[src/hw/spi_cfg_pkg.sv]
`default_nettype none

package spi_cfg_pkg;

   // Width of the SCK divider field
   localparam int unsigned DIV_W = 8;

   // One SPI data byte, shared by queues, engine and bus side
   typedef logic [7:0] spi_byte_t;

   // Half period is div+1 clock cycles
   typedef logic [DIV_W-1:0] spi_div_t;

   // Bit position within the byte in flight
   typedef logic [2:0] spi_bit_cnt_t;

endpackage

`default_nettype wire

[src/hw/spi_bus_pkg.sv]
`default_nettype none

package spi_bus_pkg;

   // Command kind, decoded from the 4-bit write mask of the A channel
   typedef enum logic [1:0] {
      CMD_READ = 2'd0,
      CMD_DATA = 2'd1,
      CMD_CTRL = 2'd2,
      CMD_NOP  = 2'd3
   } pb_cmd_e;

   // Control view of the write word
   typedef struct packed {
      logic [22:0] rsvd;
      logic        cs_en;
      logic [7:0]  div;
   } pb_ctrl_word_t;

   // Data view of the write word
   typedef struct packed {
      logic [23:0] rsvd;
      logic [7:0]  tx_byte;
   } pb_data_word_t;

   // One A data word, read either as control or as transmit data
   typedef union packed {
      pb_ctrl_word_t ctrl;
      pb_data_word_t data;
   } pb_wdata_u;

   // Status bits in the response word, byte sits in 7:0
   localparam int unsigned RESP_RX_VALID_BIT = 8;
   localparam int unsigned RESP_TX_FULL_BIT  = 9;
   localparam int unsigned RESP_BUSY_BIT     = 10;

   // Mask 0011 is control, 0001 is data, 0000 is read
   function automatic pb_cmd_e pb_decode_cmd(input logic [3:0] wmsk);
      case (wmsk)
         4'b0011: return CMD_CTRL;
         4'b0001: return CMD_DATA;
         4'b0000: return CMD_READ;
         default: return CMD_NOP;
      endcase
   endfunction

endpackage

`default_nettype wire

[src/hw/spi_byte_fifo.sv]
`timescale 1ns/1ps
`default_nettype none

module spi_byte_fifo
   import spi_cfg_pkg::*;
#(
   parameter int fifo_depth = 4
) (
   input  wire logic      clk,
   input  wire logic      rst_n,
   input  wire logic      push,
   input  wire spi_byte_t wdata,
   input  wire logic      pop,
   output spi_byte_t      rdata,
   output logic           full,
   output logic           empty
);

   localparam int AW = $clog2(fifo_depth);

   // Depth must be a power of two for the wrap bit to work
   if (fifo_depth < 2 || (fifo_depth & (fifo_depth - 1)) != 0) begin : g_depth_check
      $error("spi_byte_fifo depth must be a power of two of at least 2");
   end

   spi_byte_t       mem [fifo_depth];
   logic [AW:0]     wr_ptr;
   logic [AW:0]     rd_ptr;

   // Extra top bit tells full from empty when indexes meet
   assign empty = wr_ptr == rd_ptr;
   assign full  = wr_ptr[AW] != rd_ptr[AW] && wr_ptr[AW-1:0] == rd_ptr[AW-1:0];

   // Head of queue, always visible
   assign rdata = mem[rd_ptr[AW-1:0]];

   always_ff @(posedge clk or negedge rst_n) begin
      if (!rst_n) begin
         wr_ptr <= '0;
         rd_ptr <= '0;
      end else begin
         if (push) begin
            wr_ptr <= wr_ptr + 1'b1;
         end
         if (pop) begin
            rd_ptr <= rd_ptr + 1'b1;
         end
      end
   end

   // Storage
   always_ff @(posedge clk) begin
      if (push) begin
         mem[wr_ptr[AW-1:0]] <= wdata;
      end
   end

   a_no_overflow: assert property (@(posedge clk) disable iff (!rst_n) push |-> !full);
   a_no_underflow: assert property (@(posedge clk) disable iff (!rst_n) pop |-> !empty);

endmodule

`default_nettype wire

[src/hw/spi_shift_engine.sv]
`timescale 1ns/1ps
`default_nettype none

module spi_shift_engine
   import spi_cfg_pkg::*;
(
   input  wire logic      clk,
   input  wire logic      rst_n,
   // Configuration
   input  wire logic      cs_en,
   input  wire spi_div_t  div,
   // Transmit queue
   input  wire spi_byte_t tx_rdata,
   input  wire logic      tx_empty,
   output logic           tx_pop,
   // Receive queue
   input  wire logic      rx_full,
   output logic           rx_push,
   output spi_byte_t      rx_wdata,
   // Status
   output logic           busy,
   // SPI pins
   output logic           spi_sck,
   output logic           spi_cs_n,
   output logic           spi_mosi,
   input  wire logic      spi_miso
);

   logic         start;
   logic         half_end;
   logic         byte_done;
   spi_div_t     div_q;
   spi_div_t     div_cnt;
   spi_bit_cnt_t bit_cnt;
   spi_byte_t    sh_tx;
   spi_byte_t    sh_rx;

   // A full receive queue stalls the transmit drain
   assign start  = !busy && cs_en && !tx_empty && !rx_full;
   assign tx_pop = start;

   // End of one SCK half period
   assign half_end = busy && !byte_done && div_cnt == div_q;

   // Mode 0, MSB first
   assign spi_mosi = sh_tx[7];

   // One cycle after the last fall the byte goes to the queue
   assign rx_push  = byte_done;
   assign rx_wdata = sh_rx;

   // Byte sequencing and SCK
   always_ff @(posedge clk or negedge rst_n) begin
      if (!rst_n) begin
         busy      <= 1'b0;
         byte_done <= 1'b0;
         spi_sck   <= 1'b0;
         div_cnt   <= '0;
         bit_cnt   <= '0;
      end else if (start) begin
         busy    <= 1'b1;
         div_cnt <= '0;
         bit_cnt <= '0;
      end else if (busy) begin
         if (byte_done) begin
            busy      <= 1'b0;
            byte_done <= 1'b0;
         end else if (half_end) begin
            div_cnt <= '0;
            spi_sck <= !spi_sck;
            // Falling edge closes a bit
            if (spi_sck) begin
               bit_cnt <= bit_cnt + 1'b1;
               if (bit_cnt == 3'd7) begin
                  byte_done <= 1'b1;
               end
            end
         end else begin
            div_cnt <= div_cnt + 1'b1;
         end
      end
   end

   // Select follows cs_en at once when set
   // Release waits for the byte in flight
   always_ff @(posedge clk or negedge rst_n) begin
      if (!rst_n) begin
         spi_cs_n <= 1'b1;
      end else if (!busy || cs_en) begin
         spi_cs_n <= !cs_en;
      end
   end

   // Divider is latched so a byte keeps one rate
   always_ff @(posedge clk) begin
      if (start) begin
         div_q <= div;
      end
   end

   // Transmit shifter, next bit appears after each fall
   always_ff @(posedge clk) begin
      if (start) begin
         sh_tx <= tx_rdata;
      end else if (half_end && spi_sck) begin
         sh_tx <= {sh_tx[6:0], 1'b0};
      end
   end

   // MISO is taken together with the rising edge
   always_ff @(posedge clk) begin
      if (half_end && !spi_sck) begin
         sh_rx <= {sh_rx[6:0], spi_miso};
      end
   end

   a_sck_idle: assert property (@(posedge clk) disable iff (!rst_n) !busy |-> !spi_sck);
   a_rx_room: assert property (@(posedge clk) disable iff (!rst_n) rx_push |-> !rx_full);

endmodule

`default_nettype wire

[src/hw/spi_pb_regs.sv]
`timescale 1ns/1ps
`default_nettype none

module spi_pb_regs
   import spi_bus_pkg::*;
   import spi_cfg_pkg::*;
(
   input  wire logic        clk,
   input  wire logic        rst_n,
   // A channel
   input  wire logic        pb_spi_avalid,
   output logic             pb_spi_aready,
   input  wire logic [3:0]  pb_spi_awmsk,
   input  wire logic [31:0] pb_spi_adata,
   // B channel
   output logic [31:0]      pb_spi_bdata,
   output logic             pb_spi_bvalid,
   input  wire logic        pb_spi_bready,
   // Transmit queue
   output logic             tx_push,
   output spi_byte_t        tx_wdata,
   input  wire logic        tx_full,
   // Receive queue
   output logic             rx_pop,
   input  wire spi_byte_t   rx_rdata,
   input  wire logic        rx_empty,
   // Engine
   output logic             cs_en,
   output spi_div_t         div,
   input  wire logic        busy
);

   pb_cmd_e     cmd;
   pb_wdata_u   wword;
   logic        a_hs;
   logic        b_hs;
   logic [31:0] resp_word;

   assign cmd   = pb_decode_cmd(pb_spi_awmsk);
   assign wword = pb_spi_adata;

   // One command in flight, data writes also wait for room in the queue
   assign pb_spi_aready = !pb_spi_bvalid && !(cmd == CMD_DATA && tx_full);

   assign a_hs = pb_spi_avalid && pb_spi_aready;
   assign b_hs = pb_spi_bvalid && pb_spi_bready;

   // Queue strobes
   assign tx_push  = a_hs && cmd == CMD_DATA;
   assign tx_wdata = wword.data.tx_byte;
   // Read of an empty queue just reports status
   assign rx_pop   = a_hs && cmd == CMD_READ && !rx_empty;

   // Status as seen at the transfer edge
   always_comb begin
      resp_word = '0;
      if (cmd == CMD_READ && !rx_empty) begin
         resp_word[7:0] = rx_rdata;
      end
      resp_word[RESP_RX_VALID_BIT] = !rx_empty;
      resp_word[RESP_TX_FULL_BIT]  = tx_full;
      resp_word[RESP_BUSY_BIT]     = busy;
   end

   // Control register
   always_ff @(posedge clk or negedge rst_n) begin
      if (!rst_n) begin
         cs_en <= 1'b0;
         div   <= '0;
      end else if (a_hs && cmd == CMD_CTRL) begin
         cs_en <= wword.ctrl.cs_en;
         div   <= spi_div_t'(wword.ctrl.div);
      end
   end

   // Response valid, set by a transfer and cleared when taken
   always_ff @(posedge clk or negedge rst_n) begin
      if (!rst_n) begin
         pb_spi_bvalid <= 1'b0;
      end else if (a_hs) begin
         pb_spi_bvalid <= 1'b1;
      end else if (b_hs) begin
         pb_spi_bvalid <= 1'b0;
      end
   end

   // Response word
   always_ff @(posedge clk) begin
      if (a_hs) begin
         pb_spi_bdata <= resp_word;
      end
   end

   // A pending response holds its word until the B transfer
   a_resp_hold: assert property (@(posedge clk) disable iff (!rst_n)
      pb_spi_bvalid && !pb_spi_bready |=> pb_spi_bvalid && $stable(pb_spi_bdata));

endmodule

`default_nettype wire

[src/hw/spi_master_top.sv]
`timescale 1ns/1ps
`default_nettype none

module spi_master_top
   import spi_cfg_pkg::*;
#(
   parameter int fifo_depth = 4
) (
   input  wire logic        clk,
   input  wire logic        rst_n,
   // A channel
   input  wire logic        pb_spi_avalid,
   output logic             pb_spi_aready,
   input  wire logic [3:0]  pb_spi_awmsk,
   input  wire logic [31:0] pb_spi_adata,
   // B channel
   output logic [31:0]      pb_spi_bdata,
   output logic             pb_spi_bvalid,
   input  wire logic        pb_spi_bready,
   // SPI pins
   output logic             spi_sck,
   output logic             spi_cs_n,
   output logic             spi_mosi,
   input  wire logic        spi_miso
);

   // Transmit queue
   logic      tx_push;
   logic      tx_pop;
   logic      tx_full;
   logic      tx_empty;
   spi_byte_t tx_wdata;
   spi_byte_t tx_rdata;
   // Receive queue
   logic      rx_push;
   logic      rx_pop;
   logic      rx_full;
   logic      rx_empty;
   spi_byte_t rx_wdata;
   spi_byte_t rx_rdata;
   // Engine control and status
   logic      cs_en;
   spi_div_t  div;
   logic      busy;

   spi_pb_regs u_regs (
      .clk(clk), .rst_n(rst_n),
      .pb_spi_avalid(pb_spi_avalid), .pb_spi_aready(pb_spi_aready),
      .pb_spi_awmsk(pb_spi_awmsk), .pb_spi_adata(pb_spi_adata),
      .pb_spi_bdata(pb_spi_bdata), .pb_spi_bvalid(pb_spi_bvalid),
      .pb_spi_bready(pb_spi_bready),
      .tx_push(tx_push), .tx_wdata(tx_wdata), .tx_full(tx_full),
      .rx_pop(rx_pop), .rx_rdata(rx_rdata), .rx_empty(rx_empty),
      .cs_en(cs_en), .div(div), .busy(busy)
   );

   spi_byte_fifo #(.fifo_depth(fifo_depth)) tx_fifo (
      .clk(clk), .rst_n(rst_n),
      .push(tx_push), .wdata(tx_wdata), .pop(tx_pop),
      .rdata(tx_rdata), .full(tx_full), .empty(tx_empty)
   );

   spi_byte_fifo #(.fifo_depth(fifo_depth)) rx_fifo (
      .clk(clk), .rst_n(rst_n),
      .push(rx_push), .wdata(rx_wdata), .pop(rx_pop),
      .rdata(rx_rdata), .full(rx_full), .empty(rx_empty)
   );

   spi_shift_engine u_engine (
      .clk(clk), .rst_n(rst_n),
      .cs_en(cs_en), .div(div),
      .tx_rdata(tx_rdata), .tx_empty(tx_empty), .tx_pop(tx_pop),
      .rx_full(rx_full), .rx_push(rx_push), .rx_wdata(rx_wdata),
      .busy(busy),
      .spi_sck(spi_sck), .spi_cs_n(spi_cs_n),
      .spi_mosi(spi_mosi), .spi_miso(spi_miso)
   );

endmodule

`default_nettype wire

[config.mk]
export PLATFORM = sky130hd
export DESIGN_NAME = spi_master_top
export DESIGN_NICKNAME = d
export VERILOG_FILES = /design/src/hw/spi_cfg_pkg.sv /design/src/hw/spi_bus_pkg.sv /design/src/hw/spi_byte_fifo.sv /design/src/hw/spi_shift_engine.sv /design/src/hw/spi_pb_regs.sv /design/src/hw/spi_master_top.sv
export SDC_FILE = /design/constraint.sdc
export NUM_CORES = 1
export LEC_CHECK = 0
export ABC_CLOCK_PERIOD_IN_PS = 2800
export BUFFER_PORTS_ARGS = -buffer_cell sky130_fd_sc_hd__clkbuf_2
export CORE_MARGIN = 5
export CORE_UTILIZATION = 50
export DETAILED_ROUTE_END_ITERATION = 16
export HOLD_SLACK_MARGIN = 0.06
export PLACE_DENSITY_LB_ADDON = 0.08
export SETUP_SLACK_MARGIN = 0.15
export SLEW_MARGIN = 0
export SYNTH_ARGS = -nofsm -noshare
export SYNTH_HDL_FRONTEND = slang
export SYNTH_SLANG_ARGS = --single-unit
[constraint.sdc]
create_clock -name clk -period 2.8 [get_ports clk]
set_clock_uncertainty 0.1 [all_clocks]
set_input_delay 0.56 -clock clk [delete_from_list [all_inputs] [get_ports clk]]
set_output_delay 0.56 -clock clk [all_outputs]
set_load 0.01 [all_outputs]
; Yosys cells after proc, flatten, opt, wreduce, memory -nomap -nowiden
; Memory sizes are Yosys's and may differ from the RTL's. A register that Yosys moved wholly into a read port is not among the register bits.
; Index checks and enable logic that the tools add are counted.
; Widths: inputs -> output; s select.
[classes]
n_addsub = 6
n_reduce_logical = 40
n_mux = 25
bitwise_logic = 2
eq_ne = 13
[op_table]
columns = op, n
row1 = $mux 8, 6
row2 = $logic_and 1x1->1, 18
row3 = $add 3x1->3 const B, 5
row4 = $mux 3, 5
row5 = $mux 1, 13
row6 = $logic_not 1->1, 10
row7 = $reduce_bool 2->1, 5
row8 = $add 8x1->8 const B, 1
row9 = $eq 8x8->1, 1
row10 = $reduce_and 4->1, 2
row11 = $eq 3x3->1, 2
row12 = $pmux 2 s3, 1
row13 = $eq 2x2->1, 2
row14 = $eq 4x1->1 const B, 1
row15 = $eq 4x2->1 const B, 1
row16 = $logic_not 4->1, 1
row17 = $reduce_and 2->1, 2
row18 = $eq 3x3->1 const B, 1
row19 = $eq 2x1->1 const B, 1
row20 = $eq 2x2->1 const B, 1
row21 = $logic_not 2->1, 1
row22 = $ne 1x1->1, 2
row23 = $ne 2x2->1 const B, 1
row24 = $not 1->1, 2
row25 = $logic_or 1x1->1, 1
[totals]
memories = 2
mem_bits_rw = 64
wordCells = 105
out_inout_bits = 37
input_bits = 41
register_bits = 64
[mem_list]
columns = name, words, width, read_ports, rd_ports_with_merged_regs, wr, line
row1 = rx_fifo.mem, 4, 8, 1, 1, 1, spi_byte_fifo.sv:26  ; spi_byte_t mem [fifo_depth];
row2 = tx_fifo.mem, 4, 8, 1, 0, 1, spi_byte_fifo.sv:26

; Longest topological paths before layout
; Gate-level depths: netlist of run 1.
[depth]
ltp_word = 10
depth_mapped = 8
mapped_depth_nobuf = 6

; By module
; A second synthesis of run 1 with hierarchy kept.
[hier_totals]
cells_unflattened = 350
area_unflattened_um2 = 5768.0
[modules_own_cells]
columns = mod, seq_area_each_um2, instances, area_each_um2, cells_each
row1 = spi_byte_fifo, 1111.1, 2, 1500.2, 72
row2 = spi_shift_engine, 1097.3, 1, 1706.6, 124
row3 = spi_pb_regs, 580.6, 1, 1061.0, 82

; Least setup slack after synthesis of run 1
; No wires, ideal clock.
[synth_path]
path_kind = flip-flop to flip-flop
from = reg tx_fifo.rd_ptr[1]
to = reg u_engine.sh_tx[0], enable pin
slack_ns = 0.724
arrival_ns = 1.652
setup_time_ns = 0.324
required_ns = 2.376
synth_period_minus_slack_ns = 2.076
n_path_buf = 1
stages_incl_launch_ff = 8
path_cell_list = dfrtp_1 > buf_4 > xor2_1 > nor3b_1 > or4b_4 > clkinv_4 > a21oi_2 > inv_1
[synth_via]
elab_chain_cells = 5
[synth_rtl]
columns = item, line
row1 = start: declaration, spi_byte_fifo.sv:28  ; logic [AW:0] rd_ptr;
row2 = start signal: assignment, spi_byte_fifo.sv:46  ; rd_ptr <= rd_ptr + 1'b1;
row3 = $eq 3x3->1, spi_byte_fifo.sv:31  ; assign empty = wr_ptr == rd_ptr;
row4 = $logic_not 1->1, spi_shift_engine.sv:39  ; assign start = !busy && cs_en && !tx_empty && !rx_full;
row5 = $logic_and 1x1->1 (2 in series), spi_shift_engine.sv:39
row6 = $reduce_bool 2->1 (no line), --
row7 = end signal: assignment, spi_shift_engine.sv:104  ; sh_tx <= tx_rdata;
row8 = end signal: assignment, spi_shift_engine.sv:106  ; sh_tx <= {sh_tx[6:0], 1'b0};
row9 = end: declaration, spi_shift_engine.sv:35  ; spi_byte_t sh_tx;
; No other way between the ends.
; A chain may end at the register's enable or synchronous reset.

; Final worst setup path of run 1
[layout_path]
from = reg tx_fifo.wr_ptr[0]
to = out pb_spi_aready
[layout_via]
elab_chain_cells = 5
[layout_rtl]
columns = item, line
row1 = start: declaration, spi_byte_fifo.sv:27  ; logic [AW:0] wr_ptr;
row2 = start signal: assignment, spi_byte_fifo.sv:43  ; wr_ptr <= wr_ptr + 1'b1;
row3 = $eq 2x2->1, spi_byte_fifo.sv:32  ; assign full = wr_ptr[AW] != rd_ptr[AW] && wr_ptr[AW-1:0] == rd_ptr[AW-1:0];
row4 = $logic_and 1x1->1, spi_byte_fifo.sv:32
row5 = net tx_fifo.full, spi_byte_fifo.sv:15  ; output logic full,
row6 = $logic_and 1x1->1, spi_pb_regs.sv:43  ; assign pb_spi_aready = !pb_spi_bvalid && !(cmd == CMD_DATA && tx_full);
row7 = $logic_not 1->1, spi_pb_regs.sv:43
row8 = $logic_and 1x1->1, spi_pb_regs.sv:43
row9 = end: declaration, spi_master_top.sv:13  ; output logic pb_spi_aready,
; The timed path passes the listed nets, and every way through them passes these cells.

==> results of run 1 <==
==> state kept, by name, indices dropped and copies added, names as in the netlist, 3 cells and up <==
name / cells
u_engine.sh_tx: 8
rx_fifo.mem: 32
tx_fifo.wr_ptr: 3
u_engine.div_q: 8
rx_fifo.wr_ptr: 3
u_engine.div_cnt: 8
u_engine.bit_cnt: 3
tx_fifo.mem: 32
rx_fifo.rd_ptr: 3
tx_fifo.rd_ptr: 3
u_regs.pb_spi_bdata: 11
u_regs.div: 8
u_engine.rx_wdata: 8
==> critical path, cell delays in order (launching register included) <==
cell and delay [ns]:
dfrtp_1 0.44, xor2_1 0.20, nor3_1 0.38, a21oi_1 0.14
clkbuf_2 0.16
==> power by group <==
group / internal, mW / switching (mW) / total (mW)
clock network: 1.20 / 0.808 / 2.01
logic: 0.361 / 0.409 / 0.770
registers: 2.37 / 0.170 / 2.54
==> final cells by class <==
| class | count | area (sq um) |
|---|---|---|
| fill | 873 | 4770 |
| clock buffer | 18 | 429 |
| multi-input combinational | 202 | 1600 |
| timing repair buffer | 43 | 240 |
| tap | 143 | 179 |
| sequential | 136 | 3900 |
| inverter | 10 | 42.5 |
| clock inverter | 14 | 109 |
==> final timing paths <==
path	start	slack (ns)	to
setup reg to reg	tx_fifo.wr_ptr[0]	0.53	tx_fifo.rd_ptr[2]
max in group asynchronous	rst_n	1.82	tx_fifo.wr_ptr[0]
hold / removal	rst_n	0.19	u_engine.spi_sck
min in group clk	spi_miso	0.22	u_engine.rx_wdata[0]
setup / recovery	tx_fifo.wr_ptr[0]	0.41	pb_spi_aready
hold reg to reg	u_regs.cs_en	0.34	u_engine.spi_cs_n
==> logic make-up after synthesis <==
logic type / synth area share [%]
other cells: 0.0659
flops: 68.5
xor+xnor: 4.40
simple gates: 8.71
mux: 8.91
fa+ha+maj: 2.86
compound gates: 1.83
buf+inv: 4.71
==> layout by cell type, fill, tap and decap left out, drive strengths merged <==
cell type and n:
nand2b 2, ha 13, o21ai 4, buf 10, nand3 6, nand4 1, a21o 4, bufinv 1
xnor2 7, conb 21, a2bb2oi 1, xor2 19, mux2 10, or3 1, mux4 16, and2 11
clkinvlp 3, or2 1, a21oi 5, inv 10, o311ai 1, nor2b 9, or4b 1, nor4 5
edfxtp 99, clkbuf 51, nand2 36, dfrtp 36, mux2i 3, and3 5, nor3b 3, dfstp 1
clkinv 10, nor3 5, nor2 12
==> layer usage <==
metal | vias to the layer above | global-route usage (%) | share of wire (%)
met5 | - | 0 | 0
met4 | 0 | 7.49 | 2.0
met3 | 15 | 4.82 | 4.5
met2 | 64 | 22.9 | 45
met1 | 1415 | 21.8 | 49
li1 | 1360 | - | -
==> stage by stage <==
stage / area (sq um) / util [%]
final: 6500 / 57.6
after global routing: 6500 / 57.6
after CTS: 6500 / 57.6
after detailed placement: 5960 / 52.9
after global placement: 5960 / 52.9
after floorplan: 5770 / -
==> results.md, run 1 <==
- Synth Instances: 358
- Layout cells sized above 1: between 20% and 30%
- RSZ-0062 raised after global routing: false
- Post-route minimum period: ~2.4 ns
- Grt ovf: 0
- Non-filler cells, final: roughly 570
- Synth cell types: 39
- PD cells: between 800 and 900 nW/um^2
- CTS clock-pin slew for the worst setup and hold paths: approximately 0.05 ns
- Fmax: about 420 MHz
- Clk root buf: clkbuf_16
- Final Hold Fails: 0
- CTS tree: done
- H-tree Lvls: 4
- First-pass GRT wire length: 15400 um
- Die W: between 100 and 150 um
- Final setup vio count: 0
- Final period utilization: between 80% and 90%
- GP Congestion: ~0.74
- Peak VDD IR: around 0.00054 V
- Port Buffer Count: 33
- Largest cells by area after synthesis: edfxtp_1 (52%), dfrtp_1 (16%), mux4_2 (5.9%)
- Post-synth EDFFs: 99
- Sequential fraction of the synthesis area: between 60% and 70%
- Total Routing Usage GR: ~16%
- Async S/R FF share, synth: around 27%
- Placement Rows: 39
- N_diodes: 0
- CTS Buffer Depth: 2
- Die Area: about 14000 sq um
- I/O pins: 78
- Share of the synthesized area in the top cell type: a little over half
- Largest net degree at the start of global routing: 38
- DRT iter0 DRCs: about 170
- Post-DP HPWL: between 6000 and 7000 um
- Worst min path class: primary input to async pin
- DRT antenna net count: 0
- CP Capture Type: primary output
- Avg Synthesized Cell Area: about 16 sq um
- Final Worst Setup Slack: about 0.4 ns
- Post_cts resized: 0
- Cts hold-fix bufs: 0
- #FFs+latches synth: between 100 and 150
- Total routed wirelength: 9580 um
- Die H: 117 um
- Post-CTS Setup Inserts: 0
- P&R area growth vs syn: 14.2%
- Initial core utilization: 50.5%
- CP Max Fanout: 4
- Insertion delay to the later sink of the worst-skew pair: between 0.4 and 0.5 ns
- Worst slew pin tran: 0.950 ns
- Cell accounting for the most synthesized area: edfxtp_1
- Pre-antenna DRT Iters: 5
- Number of global-route vias before repair: about 3000
- Pwr Total: 5.32 mW
- Rel. slew slack: between 30% and 40%
- DR vias: 2854
- Drt drc: 0
- R2r worst-path depth: 7
- Required time of the critical path: 2.14 ns
- Final slew viol count: 0
- Most frequent cell after synthesis: edfxtp_1
- Yosys warns: 0
- Arrival time at the worst endpoint: about 1.7 ns
- Core area: about 11000 sq um
- Setup TNS: 0 ns
- Nets: ~460
- Drt wl/cell: around 17 um
- Clock Sinks: roughly 140
- Hold slack final: roughly 0.19 ns
- Setup slack at placement: approximately 0.18 ns
- Leakage: around 2.6 nW
- Inserted Clock Buffers: 17
- Status: finished clean
- Dominant synthesized flop cell: edfxtp_1
- Post-Syn Area: about 5700 sq um
- Initial antenna violation count: 0
- Max-cap viol count: 0
- Vias per std cell: between 5 and 6
- Worst setup path class: register to primary output
- Setup crit start kind: register
- Dpl cells: roughly 530
- Synth top cells by count: edfxtp_1 (99), dfrtp_1 (36), nand2_1 (36)
(Power assumes the default switching activity.)
==> run 2: changes to the inputs <==
--- a/config.mk
+++ b/config.mk
@@ -10,10 +10,12 @@
 export CORE_MARGIN = 5
 export CORE_UTILIZATION = 50
 export DETAILED_ROUTE_END_ITERATION = 16
+export GPL_TIMING_DRIVEN = 0
 export HOLD_SLACK_MARGIN = 0.06
 export PLACE_DENSITY_LB_ADDON = 0.08
 export SETUP_SLACK_MARGIN = 0.15
 export SLEW_MARGIN = 0
 export SYNTH_ARGS = -nofsm -noshare
 export SYNTH_HDL_FRONTEND = slang
+export SYNTH_HIERARCHICAL = 1
 export SYNTH_SLANG_ARGS = --single-unit
==> run 2 against run 1 <==
Sequential power barely moved. Clock power rose by 24%. Maximum frequency fell by 7.9%. Non-clock buffer count rose by 27. Cell area rose by 6.3%. Highest routed layer unchanged.
==> results.md, run 2 <==
- Status: finished clean
- DR vias: 2974 (+4.2%)
- Post-Syn Area: 5770 sq um (+1.4%)
- Die W: 117 um (+0.62%)
- PD cells: 858 nW/um^2 (+4.9%)
- Post-synth EDFFs: 99 (unchanged)
- CTS clock-pin slew for the worst setup and hold paths: 0.06 ns (about the same)
- Sequential fraction of the synthesis area: 67.6% (-0.92 points)
- Synth top cells by count: edfxtp_1 (99), dfrtp_1 (36), buf_4 (29)
- DRT iter0 DRCs: 166 (-4.6%)
- Most frequent cell after synthesis: edfxtp_1
- DRT antenna net count: 0 (unchanged)
- Total routed wirelength: 9620 um (+0.42%)
- Die H: 117 um (+0.62%)
- CTS tree: done
- Initial antenna violation count: 0 (unchanged)
- Insertion delay to the later sink of the worst-skew pair: 0.41 ns (about the same)
- Final Hold Fails: 0 (unchanged)
- Die Area: 13800 sq um (+1.2%)
- Reg2reg setup slack: 0.28 ns (-0.25 ns)
- Yosys warns: 6 (+6)
- Initial core utilization: 50.7% (+0.25 points)
- Fin area: 6900 sq um (+6.3%)
- P&R area growth vs syn: 19.7%
- Async S/R FF share, synth: 27.2% (unchanged)
- Nets: 476 (+2.6%)
- Final setup vio count: 0 (unchanged)
- Arrival time at the worst endpoint: 1.93 ns (+0.20 ns)
- Leakage: 2.78 nW (+5.0%)
- Fmax: 386 MHz (-7.9%)
- Core area: 11400 sq um (+0.87%)
- Worst slew pin tran: 0.951 ns (+0.000917 ns)
- Dominant synthesized flop cell: edfxtp_1
- Required time of the critical path: 2.14 ns (about the same)
- Final period utilization: 92.6% (+7.3 points)
- Fill count: 854 (-2.2%)
- Drt drc: 0 (unchanged)
- Synth Instances: 350 (-2.2%)
- Peak VDD IR: 0.000500 V (-7.7%)
- Port Buffer Count: 33 (unchanged)
- Clk root buf: clkbuf_16
- Setup crit start kind: register
- Inserted Clock Buffers: 17 (unchanged)
- Dpl cell area: 6190 sq um (+3.8%)
- H-tree Lvls: 4 (unchanged)
- Clock Sinks: 136 (unchanged)
- Worst setup path class: register to primary output
- Most frequent cells in the layout: edfxtp_1 (99), dfrtp_1 (36), clkbuf_2 (34)
- Final slew viol count: 0 (unchanged)
- Avg Synthesized Cell Area: 16.5 sq um (+3.7%)
- Largest net degree at the start of global routing: 38 (unchanged)
- Number of global-route vias before repair: 3077 (+4.4%)
- CTS Buffer Depth: 2 (unchanged)
- Cts hold-fix bufs: 0 (unchanged)
- Total Routing Usage GR: 15.1% (-0.69 points)
- Synth cell types: 42 (+7.7%)
- RSZ-0062 raised after global routing: true
- Vias per std cell: 5.15 (+2.0%)
- Worst min path class: primary input to async pin
- GP Congestion: 0.753 (+1.4%)
- Largest cells by area after synthesis: edfxtp_1 (52%), dfrtp_1 (16%), mux4_2 (6.2%)
- Setup slack at placement: -0.322 ns (-0.504 ns)
- Grt ovf: 0 (unchanged)
- R2r worst-path depth: 6 (-1)
- First-pass GRT wire length: 16100 um (+4.5%)
- Rel. slew slack: 36.6% (-0.061 points)
- I/O pins: 78 (unchanged)
- #FFs+latches synth: 136 (unchanged)
- Pre-antenna DRT Iters: 4 (-1)
- Post-DP HPWL: 6520 um (+2.3%)
- Share of the synthesized area in the top cell type: 51.5% (-0.70 points)
- CP Capture Type: primary output
- Layout cells sized above 1: 34.0% (+9.2 points)
- Placement Rows: 39 (unchanged)
- Final Worst Setup Slack: 0.206 ns (-0.205 ns)
- Max-cap viol count: 0 (unchanged)
- Post-route minimum period: 2.59 ns (+0.205 ns)
- CP Max Fanout: 10 (+6)
- Commonest non-fill, non-tap cell in the layout: edfxtp_1
- Cell accounting for the most synthesized area: edfxtp_1
- Drt wl/cell: 16.6 um (-1.7%)
- N_diodes: 0 (unchanged)
## run 2: kinds of logic after synthesis
| group | count (synthesis) | synth area share, % |
|---|---|---|
| fa+ha+maj | 13 | 2.82 |
| mux | 39 | 10.8 |
| buf+inv | 45 | 5.25 |
| other cells | 1 | 0.0650 |
| simple gates | 80 | 8.52 |
| xor+xnor | 24 | 3.64 |
| flops | 136 | 67.6 |
| compound gates | 12 | 1.28 |
## run 2: per-stage QoR
| step | TNS (ns) | total power, mW | hold WS, ns | util [%] | instances |
|---|---|---|---|---|---|
| after floorplan | 0 | 3.20 | 0.164 | - | 370 |
| after global placement | -6.48 | 3.41 | 0.313 | 54.4 | 546 |
| after detailed placement | -5.86 | 3.45 | 0.319 | 54.4 | 546 |
| after global routing | 0 | 6.21 | 0.213 | 60.7 | 578 |
| after CTS | 0 | 5.99 | 0.210 | 60.5 | 578 |
| final | 0 | 5.93 | 0.190 | 60.7 | 578 |
## run 2: what timing repair did
item / CTS / global route
endpoints found under the hold margin: 0 / 0
gates resized for setup: 5 / 5
setup endpoints to repair: 68 / 36
setup buffers: 0 / 0
## run 2: final timing paths
| check | start | to |
|---|---|---|
| hold reg to reg | u_regs/cs_en | u_engine/spi_cs_n |
| max in group asynchronous | rst_n | u_engine/div_cnt[5] |
| setup / recovery | tx_fifo/rd_ptr[1] | pb_spi_aready |
| hold / removal | rst_n | u_regs/pb_spi_bvalid |
| setup reg to reg | tx_fifo/rd_ptr[1] | u_engine/sh_tx[3] |
| min in group clk | spi_miso | u_engine/rx_wdata[0] |
## run 2: power breakdown
group	total (mW)	switching, mW	internal (mW)
clock	2.50	0.826	1.67
combinational	0.900	0.476	0.424
sequential	2.53	0.159	2.37
## run 2: worst max-delay path: stages, from the launching register on
cell,delay [ns]
dfrtp_1,0.38
buf_2,0.23
xor2_1,0.21
nor3_2,0.25
and4b_1,0.29
nor2_1,0.05
clkbuf_2,0.12
## run 2: final cells by class
class                      count  area (sq um)  area share, %
buffer                        37           275           3.99
clock buffer                  17           425           6.16
clock inverter                15           250           3.62
inverter                       8          30.0          0.435
multi-input combinational    189          1680           24.3
sequential                   136          3900           56.5
tap                          143           179           2.59
timing repair buffer          33           165           2.39
## run 2: metal layers
layer  global-route usage [%]  vias to the layer above  wire length, um
met5                        0                        -                0
met4                     5.66                        0              133
met3                     5.68                       12              684
met2                     23.1                       90             4630
met1                     19.7                     1471             4170
li1                         -                     1401                -
